**config.mk**
```make
export PLATFORM = sky130hd
export DESIGN_NAME = cache_tag_top
export DESIGN_NICKNAME = d
export VERILOG_FILES = /design/src/verilog/cache_pkg.sv /design/src/verilog/cache_ctrl.sv /design/src/verilog/cache_tag_top.sv /design/src/verilog/lru_ranker.sv /design/src/verilog/tag_store.sv /design/src/verilog/way_select.sv
export VERILOG_INCLUDE_DIRS = /design/src /design/src/verilog
export SDC_FILE = /design/constraint.sdc
export NUM_CORES = 1
export LEC_CHECK = 0
export ABC_AREA = 1
export BUFFER_PORTS_ARGS = -buffer_cell sky130_fd_sc_hd__buf_2
export CELL_PAD_IN_SITES_DETAIL_PLACEMENT = 1
export CELL_PAD_IN_SITES_GLOBAL_PLACEMENT = 1
export CORE_AREA = 3 3 162 164
export CTS_BUF_LIST = sky130_fd_sc_hd__clkbuf_16
export DETAILED_ROUTE_END_ITERATION = 7
export DIE_AREA = 0 0 165 167
export HOLD_SLACK_MARGIN = 0.03
export MAX_ROUTING_LAYER = met4
export PLACE_DENSITY = 0.86
export SLEW_MARGIN = 20
export SYNTH_ARGS = -nofsm -noshare
export SYNTH_HDL_FRONTEND = slang
export SYNTH_SLANG_ARGS = --single-unit
export TNS_END_PERCENT = 100
```
**constraint.sdc**
```tcl
create_clock -name clk -period 6.5 [get_ports clk]
set_input_delay 0 -clock clk [delete_from_list [all_inputs] [get_ports clk]]
set_output_delay 0 -clock clk [all_outputs]
set_load 0.02 [all_outputs]
```
**src/verilog/cache_macros.svh**
```systemverilog
`ifndef CACHE_MACROS_SVH
`define CACHE_MACROS_SVH

// geometry fixed by the one-hot way encoding and the rank state
`define CACHE_WAYS  4
`define CACHE_SETS  4
`define CACHE_IDX_W 2
`define CACHE_TAG_W 8

`endif

```
**src/verilog/cache_pkg.sv**
```systemverilog
`include "cache_macros.svh"

package cache_pkg;

    localparam int WAY_ID_W = $clog2(`CACHE_WAYS);

    typedef logic [WAY_ID_W-1:0]     way_id_t;   // binary way number
    typedef logic [`CACHE_WAYS-1:0]  way_vec_t;  // one-hot way
    typedef logic [`CACHE_IDX_W-1:0] set_idx_t;
    typedef logic [`CACHE_TAG_W-1:0] tag_t;

    typedef tag_t [`CACHE_WAYS-1:0] set_tags_t;  // all stored tags of one set

    typedef struct packed {
        tag_t     tag;
        set_idx_t index;
        logic     write;
    } cache_req_t;

    typedef struct packed {
        way_vec_t valid;
        way_vec_t dirty;
        way_vec_t lock;   // set on allocation until fill done
    } way_flags_t;

    // way[0] is least recent, way[WAYS-1] most recent
    typedef struct packed {
        way_id_t [`CACHE_WAYS-1:0] way;
    } way_rank_t;

    typedef struct packed {
        way_vec_t way;
        logic     stall;
        logic     evict_wb;
        logic     evict_clr;
        tag_t     evict_tag;
    } alloc_t;

    typedef struct packed {
        logic     hit;
        logic     stall;
        way_vec_t way;
        logic     evict_wb;
        logic     evict_clr;
        tag_t     evict_tag;
    } cache_resp_t;

endpackage

```
**src/verilog/cache_ctrl.sv**
```systemverilog
`include "cache_macros.svh"

module cache_ctrl (
    input  logic                    clk,
    input  logic                    arst_n,
    input  logic                    req_valid,
    input  cache_pkg::cache_req_t   req,
    input  logic                    fill_done,
    input  logic [`CACHE_IDX_W-1:0] fill_index,
    input  logic [`CACHE_WAYS-1:0]  fill_way,
    input  logic [`CACHE_WAYS-1:0]  hits,
    input  cache_pkg::alloc_t       alloc,
    output logic [`CACHE_IDX_W-1:0] lk_index,
    output logic [`CACHE_TAG_W-1:0] lk_tag,
    output logic                    upd_en,
    output logic [`CACHE_WAYS-1:0]  upd_way,
    output logic [`CACHE_TAG_W-1:0] upd_tag,
    output logic                    upd_dirty,
    output logic                    clr_en,
    output logic [`CACHE_IDX_W-1:0] clr_index,
    output logic [`CACHE_WAYS-1:0]  clr_way,
    output logic                    touch_en,
    output logic [`CACHE_IDX_W-1:0] touch_index,
    output logic [`CACHE_WAYS-1:0]  touch_way,
    output logic                    resp_valid,
    output cache_pkg::cache_resp_t  resp
);

    cache_pkg::cache_resp_t resp_d;
    logic                   commit;  // request that changes state

    // lookup runs straight off the request
    assign lk_index = req.index;
    assign lk_tag   = req.tag;

    assign commit = req_valid && !alloc.stall;

    // alloc already holds the hit way or the victim
    assign upd_en    = commit;
    assign upd_way   = alloc.way;
    assign upd_tag   = req.tag;
    assign upd_dirty = req.write;

    assign touch_en    = commit;
    assign touch_index = req.index;
    assign touch_way   = alloc.way;

    assign clr_en    = fill_done;
    assign clr_index = fill_index;
    assign clr_way   = fill_way;

    always_comb begin
        resp_d.hit       = |hits;
        resp_d.stall     = alloc.stall;
        resp_d.way       = alloc.way;
        resp_d.evict_wb  = alloc.evict_wb;
        resp_d.evict_clr = alloc.evict_clr;
        resp_d.evict_tag = alloc.evict_tag;
    end

    always_ff @(posedge clk or negedge arst_n) begin
        if (!arst_n) begin
            resp_valid <= 1'b0;
        end else begin
            resp_valid <= req_valid;
        end
    end

    always_ff @(posedge clk) begin
        if (req_valid) begin
            resp <= resp_d;
        end
    end

endmodule

```
**src/verilog/cache_tag_top.sv**
```systemverilog
module cache_tag_top (
    input  logic                   clk,
    input  logic                   arst_n,
    input  logic                   req_valid,
    input  cache_pkg::cache_req_t  req,
    input  logic                   fill_done,
    input  cache_pkg::set_idx_t    fill_index,
    input  cache_pkg::way_vec_t    fill_way,
    output logic                   resp_valid,
    output cache_pkg::cache_resp_t resp
);

    cache_pkg::set_idx_t   lk_index;
    cache_pkg::tag_t       lk_tag;
    cache_pkg::way_vec_t   hits;
    cache_pkg::way_flags_t flags;
    cache_pkg::set_tags_t  tags;
    cache_pkg::way_rank_t  rank;
    cache_pkg::alloc_t     alloc;

    logic                  upd_en;
    cache_pkg::way_vec_t   upd_way;
    cache_pkg::tag_t       upd_tag;
    logic                  upd_dirty;
    logic                  clr_en;
    cache_pkg::set_idx_t   clr_index;
    cache_pkg::way_vec_t   clr_way;
    logic                  touch_en;
    cache_pkg::set_idx_t   touch_index;
    cache_pkg::way_vec_t   touch_way;

    cache_ctrl u_ctrl (
        .clk, .arst_n, .req_valid, .req, .fill_done, .fill_index, .fill_way,
        .hits, .alloc, .lk_index, .lk_tag,
        .upd_en, .upd_way, .upd_tag, .upd_dirty,
        .clr_en, .clr_index, .clr_way,
        .touch_en, .touch_index, .touch_way,
        .resp_valid, .resp
    );

    tag_store u_tags (
        .clk, .arst_n, .lk_index, .lk_tag,
        .upd_en, .upd_way, .upd_tag, .upd_dirty,
        .clr_en, .clr_index, .clr_way,
        .hits, .flags, .tags
    );

    lru_ranker u_lru (
        .clk, .arst_n, .lk_index, .touch_en, .touch_index, .touch_way, .rank
    );

    way_select u_sel (
        .hits, .flags, .rank, .tags, .alloc
    );

endmodule

```
**src/verilog/lru_ranker.sv**
```systemverilog
`include "cache_macros.svh"

module lru_ranker (
    input  logic                    clk,
    input  logic                    arst_n,
    input  logic [`CACHE_IDX_W-1:0] lk_index,
    input  logic                    touch_en,
    input  logic [`CACHE_IDX_W-1:0] touch_index,
    input  logic [`CACHE_WAYS-1:0]  touch_way,
    output cache_pkg::way_rank_t    rank
);

    cache_pkg::way_rank_t ranks_q [`CACHE_SETS];
    cache_pkg::way_rank_t cur_rank;
    cache_pkg::way_rank_t nxt_rank;
    cache_pkg::way_id_t   touch_id;
    logic                 shifting;

    assign rank = ranks_q[lk_index];

    always_comb begin
        touch_id = '0;
        for (int w = 0; w < `CACHE_WAYS; w++) begin
            if (touch_way[w]) begin
                touch_id = cache_pkg::way_id_t'(w);  // one-hot to number
            end
        end
    end

    // pull the touched way out, close the gap, put it on top
    always_comb begin
        cur_rank = ranks_q[touch_index];
        shifting = 1'b0;
        for (int r = 0; r < `CACHE_WAYS - 1; r++) begin
            if (cur_rank.way[r] == touch_id) begin
                shifting = 1'b1;
            end
            nxt_rank.way[r] = shifting ? cur_rank.way[r+1] : cur_rank.way[r];
        end
        nxt_rank.way[`CACHE_WAYS-1] = touch_id;
    end

    always_ff @(posedge clk or negedge arst_n) begin
        if (!arst_n) begin
            for (int s = 0; s < `CACHE_SETS; s++) begin
                for (int r = 0; r < `CACHE_WAYS; r++) begin
                    ranks_q[s].way[r] <= cache_pkg::way_id_t'(r);  // way r at rank r
                end
            end
        end else if (touch_en) begin
            ranks_q[touch_index] <= nxt_rank;
        end
    end

endmodule

```
**src/verilog/tag_store.sv**
```systemverilog
`include "cache_macros.svh"

module tag_store (
    input  logic                         clk,
    input  logic                         arst_n,
    input  logic [`CACHE_IDX_W-1:0]      lk_index,
    input  logic [`CACHE_TAG_W-1:0]      lk_tag,
    input  logic                         upd_en,
    input  logic [`CACHE_WAYS-1:0]       upd_way,
    input  logic [`CACHE_TAG_W-1:0]      upd_tag,
    input  logic                         upd_dirty,
    input  logic                         clr_en,
    input  logic [`CACHE_IDX_W-1:0]      clr_index,
    input  logic [`CACHE_WAYS-1:0]       clr_way,
    output logic [`CACHE_WAYS-1:0]       hits,
    output cache_pkg::way_flags_t        flags,
    output cache_pkg::set_tags_t         tags
);

    logic [`CACHE_TAG_W-1:0] tag_mem [`CACHE_SETS][`CACHE_WAYS];

    logic [`CACHE_SETS-1:0][`CACHE_WAYS-1:0] valid_q, valid_d;
    logic [`CACHE_SETS-1:0][`CACHE_WAYS-1:0] dirty_q, dirty_d;
    logic [`CACHE_SETS-1:0][`CACHE_WAYS-1:0] lock_q, lock_d;

    logic upd_hit;

    always_comb begin
        for (int w = 0; w < `CACHE_WAYS; w++) begin
            tags[w] = tag_mem[lk_index][w];
            hits[w] = valid_q[lk_index][w] && (tag_mem[lk_index][w] == lk_tag);
        end
    end

    assign flags.valid = valid_q[lk_index];
    assign flags.dirty = dirty_q[lk_index];
    assign flags.lock  = lock_q[lk_index];

    assign upd_hit = |(hits & upd_way);

    always_comb begin
        valid_d = valid_q;
        dirty_d = dirty_q;
        lock_d  = lock_q;
        if (clr_en) begin
            lock_d[clr_index] = lock_d[clr_index] & ~clr_way;  // fill done
        end
        if (upd_en) begin
            if (upd_hit) begin
                dirty_d[lk_index] = dirty_q[lk_index] | (upd_way & {`CACHE_WAYS{upd_dirty}});
            end else begin
                valid_d[lk_index] = valid_q[lk_index] | upd_way;
                lock_d[lk_index]  = lock_d[lk_index] | upd_way;
                dirty_d[lk_index] = (dirty_q[lk_index] & ~upd_way) |
                                    (upd_way & {`CACHE_WAYS{upd_dirty}});
            end
        end
    end

    always_ff @(posedge clk or negedge arst_n) begin
        if (!arst_n) begin
            valid_q <= '0;
            dirty_q <= '0;
            lock_q  <= '0;
        end else begin
            valid_q <= valid_d;
            dirty_q <= dirty_d;
            lock_q  <= lock_d;
        end
    end

    always_ff @(posedge clk) begin
        for (int w = 0; w < `CACHE_WAYS; w++) begin
            if (upd_en && !upd_hit && upd_way[w]) begin
                tag_mem[lk_index][w] <= upd_tag;  // new line
            end
        end
    end

endmodule

```
**src/verilog/way_select.sv**
```systemverilog
`include "cache_macros.svh"

module way_select (
    input  logic [`CACHE_WAYS-1:0] hits,
    input  cache_pkg::way_flags_t  flags,
    input  cache_pkg::way_rank_t   rank,
    input  cache_pkg::set_tags_t   tags,
    output cache_pkg::alloc_t      alloc
);

    logic                    miss;
    logic                    all_locked;
    logic [`CACHE_WAYS-1:0]  free;        // invalid and unlocked
    logic [`CACHE_WAYS-1:0]  free_way;
    logic [`CACHE_WAYS-1:0]  lru_way;
    logic [`CACHE_WAYS-1:0]  victim;
    logic                    lru_found;
    logic                    victim_valid;
    logic                    victim_dirty;
    logic [`CACHE_TAG_W-1:0] victim_tag;

    assign miss       = ~|hits;
    assign all_locked = &flags.lock;
    assign free       = ~flags.valid & ~flags.lock;

    // lowest numbered free way
    always_comb begin
        free_way = '0;
        for (int w = `CACHE_WAYS - 1; w >= 0; w--) begin
            if (free[w]) begin
                free_way = '0;
                free_way[w] = 1'b1;
            end
        end
    end

    // walk ranks from least recent, skip locked ways
    always_comb begin
        lru_way   = '0;
        lru_found = 1'b0;
        for (int r = 0; r < `CACHE_WAYS; r++) begin
            if (!lru_found && !flags.lock[rank.way[r]]) begin
                lru_way[rank.way[r]] = 1'b1;
                lru_found = 1'b1;
            end
        end
    end

    assign victim       = (|free) ? free_way : lru_way;
    assign victim_valid = |(victim & flags.valid);
    assign victim_dirty = |(victim & flags.valid & flags.dirty);

    always_comb begin
        victim_tag = '0;
        for (int w = 0; w < `CACHE_WAYS; w++) begin
            if (victim[w]) begin
                victim_tag = tags[w];
            end
        end
    end

    always_comb begin
        alloc = '0;
        if (!miss) begin
            alloc.way = hits;
        end else if (all_locked) begin
            alloc.stall = 1'b1;  // nothing to replace
        end else begin
            alloc.way       = victim;
            alloc.evict_clr = victim_valid;
            alloc.evict_wb  = victim_dirty;
            alloc.evict_tag = victim_valid ? victim_tag : '0;
        end
    end

endmodule
```
* After elaboration in Yosys (flattened, before gate mapping) *
Memory sizes are Yosys's and may differ from the RTL's.
Cells that the tools add are included.

storage, ports and cells
  flip-flop bits (word level) = 97
  RAM bits = 128
  input port bits = 21
  output and inout port bits = 17
  logic and storage cells = 198
  memories kept = 1

cells by class
  order comparisons = 14
  equality and inequality tests = 7
  multiplexer cells = 84
  bitwise logic cells = 21
  reduce and logical (&&, ||, !) cells = 36

memories
  memory          depth  bits a word  rd ports  clocked after memory_dff  wr ports  line             source
  u_tags.tag_mem  4      32           1         0                         1         tag_store.sv:20  logic [`CACHE_TAG_W-1:0] tag_mem [`CACHE_SETS][`CACHE_WAYS];

operators by type and width
  kind                                                                                  count
  16-bit bitwise mux                                                                    5
  4-bit two-way mux                                                                     18
  16-bit two-way mux                                                                    4
  8-bit two-way mux                                                                     8
  4-bit binary-select mux with 2-bit select                                             5
  32-bit bitwise mux                                                                    1
  8-bit equality test                                                                   4
  4-bit AND                                                                             7
  4-bit bitwise OR                                                                      7
  1-bit two-way mux                                                                     24
  1-bit logical AND                                                                     20
  4-bit OR reduction                                                                    5
  2-bit by 3-bit < comparator with 1-bit output (second input constant)                 6
  8-bit binary-select mux with 2-bit select                                             1
  4-bit demux with 2-bit select                                                         2
  8-bit demux with 2-bit select                                                         1
  4-bit NOT                                                                             4
  2-bit by 1-bit greater-or-equal comparator with 1-bit output (second input constant)  6
  11-bit two-way mux                                                                    1
  10-bit two-way mux                                                                    1
  2-bit two-way mux                                                                     5
  1-bit binary-select mux with 2-bit select                                             4
  1-bit demux with 2-bit select                                                         4
  1-bit logical NOT                                                                     7
  9 further kinds                                                                       12

* Depth between registers and ports, before layout *
Gate-level depths: netlist of run 1.

  depth after elaboration = 29
  gate-level depth with buffers = 29
  gate-level depth less buffers = 26

* Cells and area by module *
From an unflattened synthesis of run 1, not the netlist that was laid out.

second synthesis, totals
  cells, all modules = 1578
  area, all modules = 12612.1 um^2

modules (own cells, without submodules)
  module      instances  cells an instance  area each (um^2)  sequential area each (um^2)
  tag_store   1          1004               8521.9            5044.8
  lru_ranker  1          291                2122.0            820.8
  way_select  1          224                1166.1            0.0
  cache_ctrl  1          59                 802.0             505.5

* Worst setup path before layout of run 1 *
OpenSTA, ideal clock, no wires.

  kind = in2reg
  start = input port req[2] (netlist name)
  end = memory u_tags.tag_mem[0][24] (netlist name) (enable)
  data arrival time = 2.385 ns
  slack = 3.744 ns
  stages = 22
  cell sequence = buf_4 nor2_4 buf_4 buf_6 a22oi_1 nand2_1 nand2_1 nand2_1 nor2_1 nand3_1 nand2_1 inv_2 nand2_2 nor2_1 inv_2 nand2_2 inv_2 nand2_2 nor2_1 inv_1 buf_2 nor2_1

RTL lines
  item         line                source
  from (decl)  cache_tag_top.sv:5  input cache_pkg::cache_req_t req,
  to (decl)    tag_store.sv:20

==> flow_metrics.tcl, run 1 <==
set metrics [dict create \
    hp-class "input port to async pin" \
    drv_cap 0 \
    ys_types 42 \
    synthMuxAreaShare_pct 0 \
    clock_power_share_pct 27.0 \
    pin_count 38 \
    grt_antenna_before_repair 0 \
    hpwlAfterDp_mm 25.2 \
    synth_commonest_cells "nand2_1 (627), edfxtp_1 (144), nand3_1 (122)" \
    tightest_slew_ns 0.966 \
    cts-resized-gates 0 \
    worstPathArrival_ns 4.41 \
    p_switching_mw 1.90 \
    finalSetupViolations 0 \
    grt_overflow 0 \
    dp_cells 1734 \
    synth_edf_count 144 \
    p_leak_nw 5.91 \
    numPortBuffers 37 \
    slowest_delay_ns 0.72 \
    vias 10200 \
    rr_startpoint "u_tags.lock_q[2]$_DFF_PN0_" \
    peakVddDrop_mv 0.226 \
    synth_top_family_by_area "simple AND/OR/NAND/NOR gates" \
    start_util_pct 46.5 \
    r2r-end "u_tags.tag_mem[0][26]$_DFFE_PP_" \
    ys.flop_type "edfxtp_1" \
    syn_nets 1423 \
    p_sw_share_pct 38.8 \
    core-area_um2 25000 \
    rsz0062_at_grt "no" \
    nFillCells 3032 \
    criticalPathCategory "input port to register" \
    hold_violations 0 \
    reg2reg_slack_ns 2.66 \
    yosys.area_share.simple_pct 32.5 \
    die_x_um 165 \
    intPower_mw 3.00 \
    yosysMostFrequentCell "nand2_1" \
    root_buffer "clkbuf_16" \
    synth_xor_area_share_pct 0.151 \
    crit_chain "buf_2 > inv_4 > nand2_1 > nand2_1 > nand2_1 > nand2_1 > nand3_1 > nand2_1 > nor2_2 > nand2_1 > o211ai_1 > inv_1 > a32oi_1 > nand2_1 > nand2_1 > inv_1 > nor2_1" \
    cp-end-kind "register" \
    p_seq_share_pct 41.1 \
    cts_buffers 26 \
    grt_max_degree 69 \
    p_per_area_nw_per_um2 380 \
    start_kind "input port" \
    synth_area_leaders "edfxtp_1 (37%), nand2_1 (20%), dfrtp_1 (14%), nand3_1 (5.2%), dfstp_2 (3.6%)" \
    synth_top_area_cell "edfxtp_1" \
    required_ns 6.68 \
    synth-compound-area-share_pct 6.82 \
    cp_max_fo 68 \
    yosysWarnings 0 \
    finalInstanceArea_um2 12900 \
    cts.sinks 225 \
    cts_tree "done" \
    synth_cells 1402 \
    antenna_cells 0 \
    dp_slack_ns 1.86 \
    area_growth_pct 11.0 \
    skew_ns 0.0268 \
    timing.fmax_mhz 236 \
    die_area_um2 27600 \
    drt_wl_total_mm 37.3 \
    dr.pass1.iters 5 \
    p_comb_share_pct 32.0 \
    dpl_cell_area_um2 12000 \
    setup_ws_ns 2.26 \
    timing.final.crit_share_pct 65.2 \
    layout_min_cycle_time_ns 4.24 \
    wl_per_cell_um 20.8 \
    grt_pass1_vias 10600 \
    nets 1469 \
    synth_fa_ha_area_share_pct 0 \
    num_rows 58 \
    slew_viol_final 0 \
    p_total_mw 4.91 \
    async_reset_ff_share_pct 36.0 \
    fin_cells 1797 \
    path_common_cell "nand2_1" \
    track_usage_pct 28.5 \
    gp_congestion 0.960 \
    status "finished clean" \
    r2r_cells 15 \
    clockBufferDepth 3 \
    drt-initial-drc-count 968 \
    slowest_stage "a32oi_1" \
    layout-drive-gt1-share_pct 10.7 \
    post-route-util_pct 51.6 \
    seq_area_frac_synth_pct 54.8 \
    synth_top_area_share_pct 37.2 \
    cts_max_level 1 \
    hold_ws_ns 0.0799 \
    slew_headroom_pct 33.9 \
    avgSynthCellArea_um2 8.30 \
    synth_seq_cells 225 \
    clkTransAtPathRegs_ns 0.06 \
    grt_pass1_wl_mm 59.7 \
    worstSkewPairLatency_ns 0.55 \
    ant_nets 0 \
    viasPerCell 5.68 \
    drc 0 \
    timing.setup.tns_ns 0 \
    die_h_um 167 \
    syn_area_um2 11600 \
]
[sequential cells by signal, indices dropped and copies added (netlist names)]
signal	flops
u_tags.tag_mem	128
u_ctrl.resp	16
u_tags.lock_q	16
u_tags.dirty_q	16
u_lru.ranks_q	32
u_tags.valid_q	16
u_ctrl.resp_valid	1
[power groups by stage]
stage               sequential, mW  combinational (mW)  clock [mW]
floorplan                     1.99                1.07           0
global placement              2.02                1.46           0
detailed placement            2.03                1.53           0
CTS                           2.01                1.55        1.34
global route                  2.05                1.75        1.40
finish                        2.02                1.57        1.32
[how the worst max path moves through the flow]
| stage | cells past startpoint | slack, ns | to | from |
|---|---|---|---|---|
| after CTS | 21 | 2.38 | u_tags.tag_mem[0][26]$_DFFE_PP_ | req[1] |
| final | 17 | 2.26 | u_tags.tag_mem[0][26]$_DFFE_PP_ | req[1] |
| after global placement | 21 | 2.08 | u_tags.tag_mem[0][24]$_DFFE_PP_ | req[1] |
| after global routing | 17 | 1.91 | u_tags.tag_mem[3][27]$_DFFE_PP_ | req[1] |
| after floorplan | 22 | 3.74 | u_tags.tag_mem[0][24]$_DFFE_PP_ | req[2] |
| after detailed placement | 21 | 1.86 | u_tags.tag_mem[0][26]$_DFFE_PP_ | req[1] |
[routing by layer]
metal  track usage (%)  up-vias  share of wire [%]
li1                  -     4688                  -
met4              10.4        0                3.8
met2              44.2      336                 47
met3              3.68      105                5.2
met1              38.4     5078                 44
met5                 -        -                  0
[worst max-delay path: cells and delay by family]
family | cells | cell delay, ns
AO/OA/AOI/OAI | 2 | 0.91
buffers and inverters | 4 | 1.31
AND/OR/NAND/NOR | 11 | 2.05
[placed cells by master (no fill, tap or decap), types with 2 or more instances in the layout]
cell type / count
nand4_1: 14
clkinv_2: 5
a22o_1: 2
clkbuf_16: 26
xor2_1: 2
inv_1: 98
o22ai_1: 6
inv_4: 3
and2_1: 2
dfrtp_1: 65
buf_4: 9
buf_2: 37
nand2_4: 3
dfstp_2: 16
a31o_2: 4
clkinv_1: 5
edfxtp_1: 144
nand3_2: 4
a41oi_1: 2
nand2_2: 17
dlygate4sd3_1: 15
nand2_1: 627
o21a_1: 3
a22oi_1: 11
o21ai_0: 54
nand3_1: 122
nor2_4: 8
inv_2: 8
a31oi_1: 4
a221oi_1: 5
a21oi_1: 24
o21ai_1: 11
nor2_1: 88
nor2_2: 11
[cells by family (layout without fill, tap and decap cells)]
family | Yosys count | in the layout
compound gates | 133 | 133
buf+inv | 143 | 208
simple gates | 899 | 899
xor+xnor | 2 | 2
flops | 225 | 225
[cell type report]
type	count	area, µm²	area share (%)
clock buffers	26	651	5.04
flip-flops and latches	225	6370	49.3
clock inverters	21	105	0.814
multi-input cells	1034	4590	35.5
well taps	330	413	3.20
inverters	100	380	2.95
repair buffers	61	403	3.12
[repair_timing]
action	in CTS	in global routing
setup buffers	0	0
hold buffers	16	0
endpoints found under the hold margin	236	0
(Power assumes the default switching activity.)
==> run 2, diff against run 1 <==
Settings changed: CORE_AREA 3 3 162 164 to 3 3 169 171, DIE_AREA 0 0 165 167 to 0 0 172 174, PLACE_DENSITY 0.86 to 0.83.
Clock period 6.5 ns to 3.4 ns, I/O delays scaled along.
==> run 2 against run 1 <==
  * Die area up 8.6%
  * Global-route usage down 0.66 points
  * Clock power up 100%
  * Total power up 98%
  * Worst setup slack worse by 2.0 ns
  * Via count up 3.2%
==> flow_metrics.tcl, run 2 (synthesized netlist as in run 1, its figures left out) <==
set metrics [dict create \
    start_kind "register" \
    crit_buf_inv 2 \
    layout_min_cycle_time_ns 3.12 \
    path_common_cell "nand2_1" \
    peakVddDrop_mv 0.487 \
    wl_per_cell_um 21.5 \
    rsz0062_at_grt "no" \
    final_cell_mix "nand2_1 (627), edfxtp_1 (144), nand3_1 (122)" \
    slew_viol_final 0 \
    nets 1532 \
    tightest_slew_ns 0.824 \
    fin_cells 1872 \
    r2r_cells 17 \
    cts_buffers 26 \
    gp_congestion 0.979 \
    root_buffer "clkbuf_16" \
    hp-class "input port to register" \
    die_area_um2 29900 \
    cp_num_cells 17 \
    post-route-util_pct 50.0 \
    clkTransAtPathRegs_ns 0.06 \
    p_per_area_nw_per_um2 719 \
    cts-resized-gates 0 \
    clockBufferDepth 3 \
    hold_ws_ns 0.0677 \
    dp_cells 1810 \
    pin_count 38 \
    num_rows 60 \
    status "finished clean" \
    cp-end-kind "register" \
    layout-drive-gt1-share_pct 14.4 \
    skew_ns 0.0210 \
    die_x_um 172 \
    worstPathArrival_ns 3.37 \
    viasPerCell 5.62 \
    timing.setup.tns_ns 0 \
    die_h_um 174 \
    grt_max_degree 82 \
    largest_register_ffs 128 \
    grt_pass1_vias 11100 \
    reg_top3 "u_tags.tag_mem: 128 flops, u_lru.ranks_q: 32 flops" \
    vias 10500 \
    cts_tree "done" \
    grt_pass1_wl_mm 62.9 \
    p_leak_nw 6.25 \
    crit_chain "nand2_1 > nand2_1 > nand2_1 > nand2_1 > nand3_1 > nand2_1 > nor2_4 > nor2_4 > nand3_1 > nand3_1 > nand2_1 > nand2_2 > a21oi_2 > inv_1 > nand2_1 > nor2_1 > buf_4" \
    drt-initial-drc-count 913 \
    cts.sinks 225 \
    cts_max_level 1 \
    min_path_cells 4 \
    start_util_pct 43.0 \
    drv_cap 0 \
    slowest_delay_ns 0.39 \
    crit_family "simple AND/OR/NAND/NOR gates" \
    slew_headroom_pct 45.0 \
    track_usage_pct 27.8 \
    core-area_um2 27000 \
    numPortBuffers 37 \
    grt_antenna_before_repair 1 \
    hold_violations 0 \
    finalSetupViolations 0 \
    worstSkewPairLatency_ns 0.55 \
    grt_overflow 0 \
    slowest_stage "dfrtp_1" \
    timing.final.crit_share_pct 91.8 \
    hpwlAfterDp_mm 28.2 \
    ant_nets 0 \
    required_ns 3.65 \
    regMostFlops "u_tags.tag_mem" \
    timing.fmax_mhz 320 \
    dr.pass1.iters 5 \
    p_total_mw 9.71 \
    criticalPathCategory "register to register" \
    drt_wl_total_mm 40.2 \
    cp_max_fo 8 \
    drc 0 \
    final_common_cell "nand2_1" \
    area_growth_pct 16.1 \
]
[run 2: cell types whose count changed in the layout (fill, tap and decap cells not counted), sizes merged]
cell	before	now
bufinv	0	2
buf	46	110
clkinvlp	0	1
dlygate4sd3	15	14
clkinv	12	11
diode	0	1
inv	109	107
[run 2: tightest hold or removal path, cell delays in order]
cell	delay, ns
buf_2	0.19
a22o_1	0.26
nand2_1	0.07
nand2_1	0.06
[run 2: final timing paths]
| kind | startpoint | endpoint | slack, ns |
|---|---|---|---|
| hold / removal | req[0] | u_tags.dirty_q[12]$_DFFE_PN0P_ | 0.07 |
| max in group asynchronous | arst_n | u_lru.ranks_q[4]$_DFFE_PN0P_ | 2.72 |
| setup reg to reg | u_tags.lock_q[14]$_DFF_PN0_ | u_tags.tag_mem[2][14]$_DFFE_PP_ | 0.28 |
| hold reg to reg | u_lru.ranks_q[29]$_DFFE_PN1P_ | u_lru.ranks_q[29]$_DFFE_PN1P_ | 0.48 |
| min in group asynchronous | arst_n | u_tags.lock_q[6]$_DFF_PN0_ | 0.09 |
| setup / recovery | u_tags.lock_q[14]$_DFF_PN0_ | u_tags.tag_mem[2][14]$_DFFE_PP_ | 0.28 |
[run 2: final cells by class]
| type | count | area (µm²) |
|---|---|---|
| fill | 3269 | 13500 |
| tap | 341 | 427 |
| clock inverter | 21 | 153 |
| antenna | 1 | 2.50 |
| timing repair buffer | 124 | 930 |
| multi-input combinational | 1034 | 4590 |
| inverter | 100 | 380 |
| sequential | 225 | 6370 |
| clock buffer | 26 | 651 |
[run 2: layer usage]
| layer | vias to the layer above | wire, µm | global-route usage [%] |
|---|---|---|---|
| li1 | 4820 | - | - |
| met1 | 5243 | 17200 | 36.8 |
| met2 | 358 | 19100 | 43.9 |
| met3 | 108 | 2600 | 4.43 |
| met4 | 0 | 1240 | 9.15 |
| met5 | - | 0 | - |
[run 2: repair_timing]
action	CTS	global route
buffers inserted	0	0
hold buffers	14	0
setup endpoints to repair	0	0
hold endpoints to repair	176	0
[run 2: report_power, final]
| part | internal (mW) | leakage (nW) | switching, mW |
|---|---|---|---|
| registers | 3.52 | 2.32 | 0.340 |
| logic | 0.959 | 3.51 | 2.22 |
| clock network | 1.53 | 0.422 | 1.14 |
| total | 6.01 | 6.25 | 3.70 |
[run 2: metrics by stage]
step | setup WS, ns | instance area [µm²]
after detailed placement | 0.150 | 12600
final | 0.279 | 13500
after global placement | 0.194 | 12600
after global routing | 0.0328 | 13500
after CTS | 0.335 | 13500
after floorplan | 0.644 | 11600
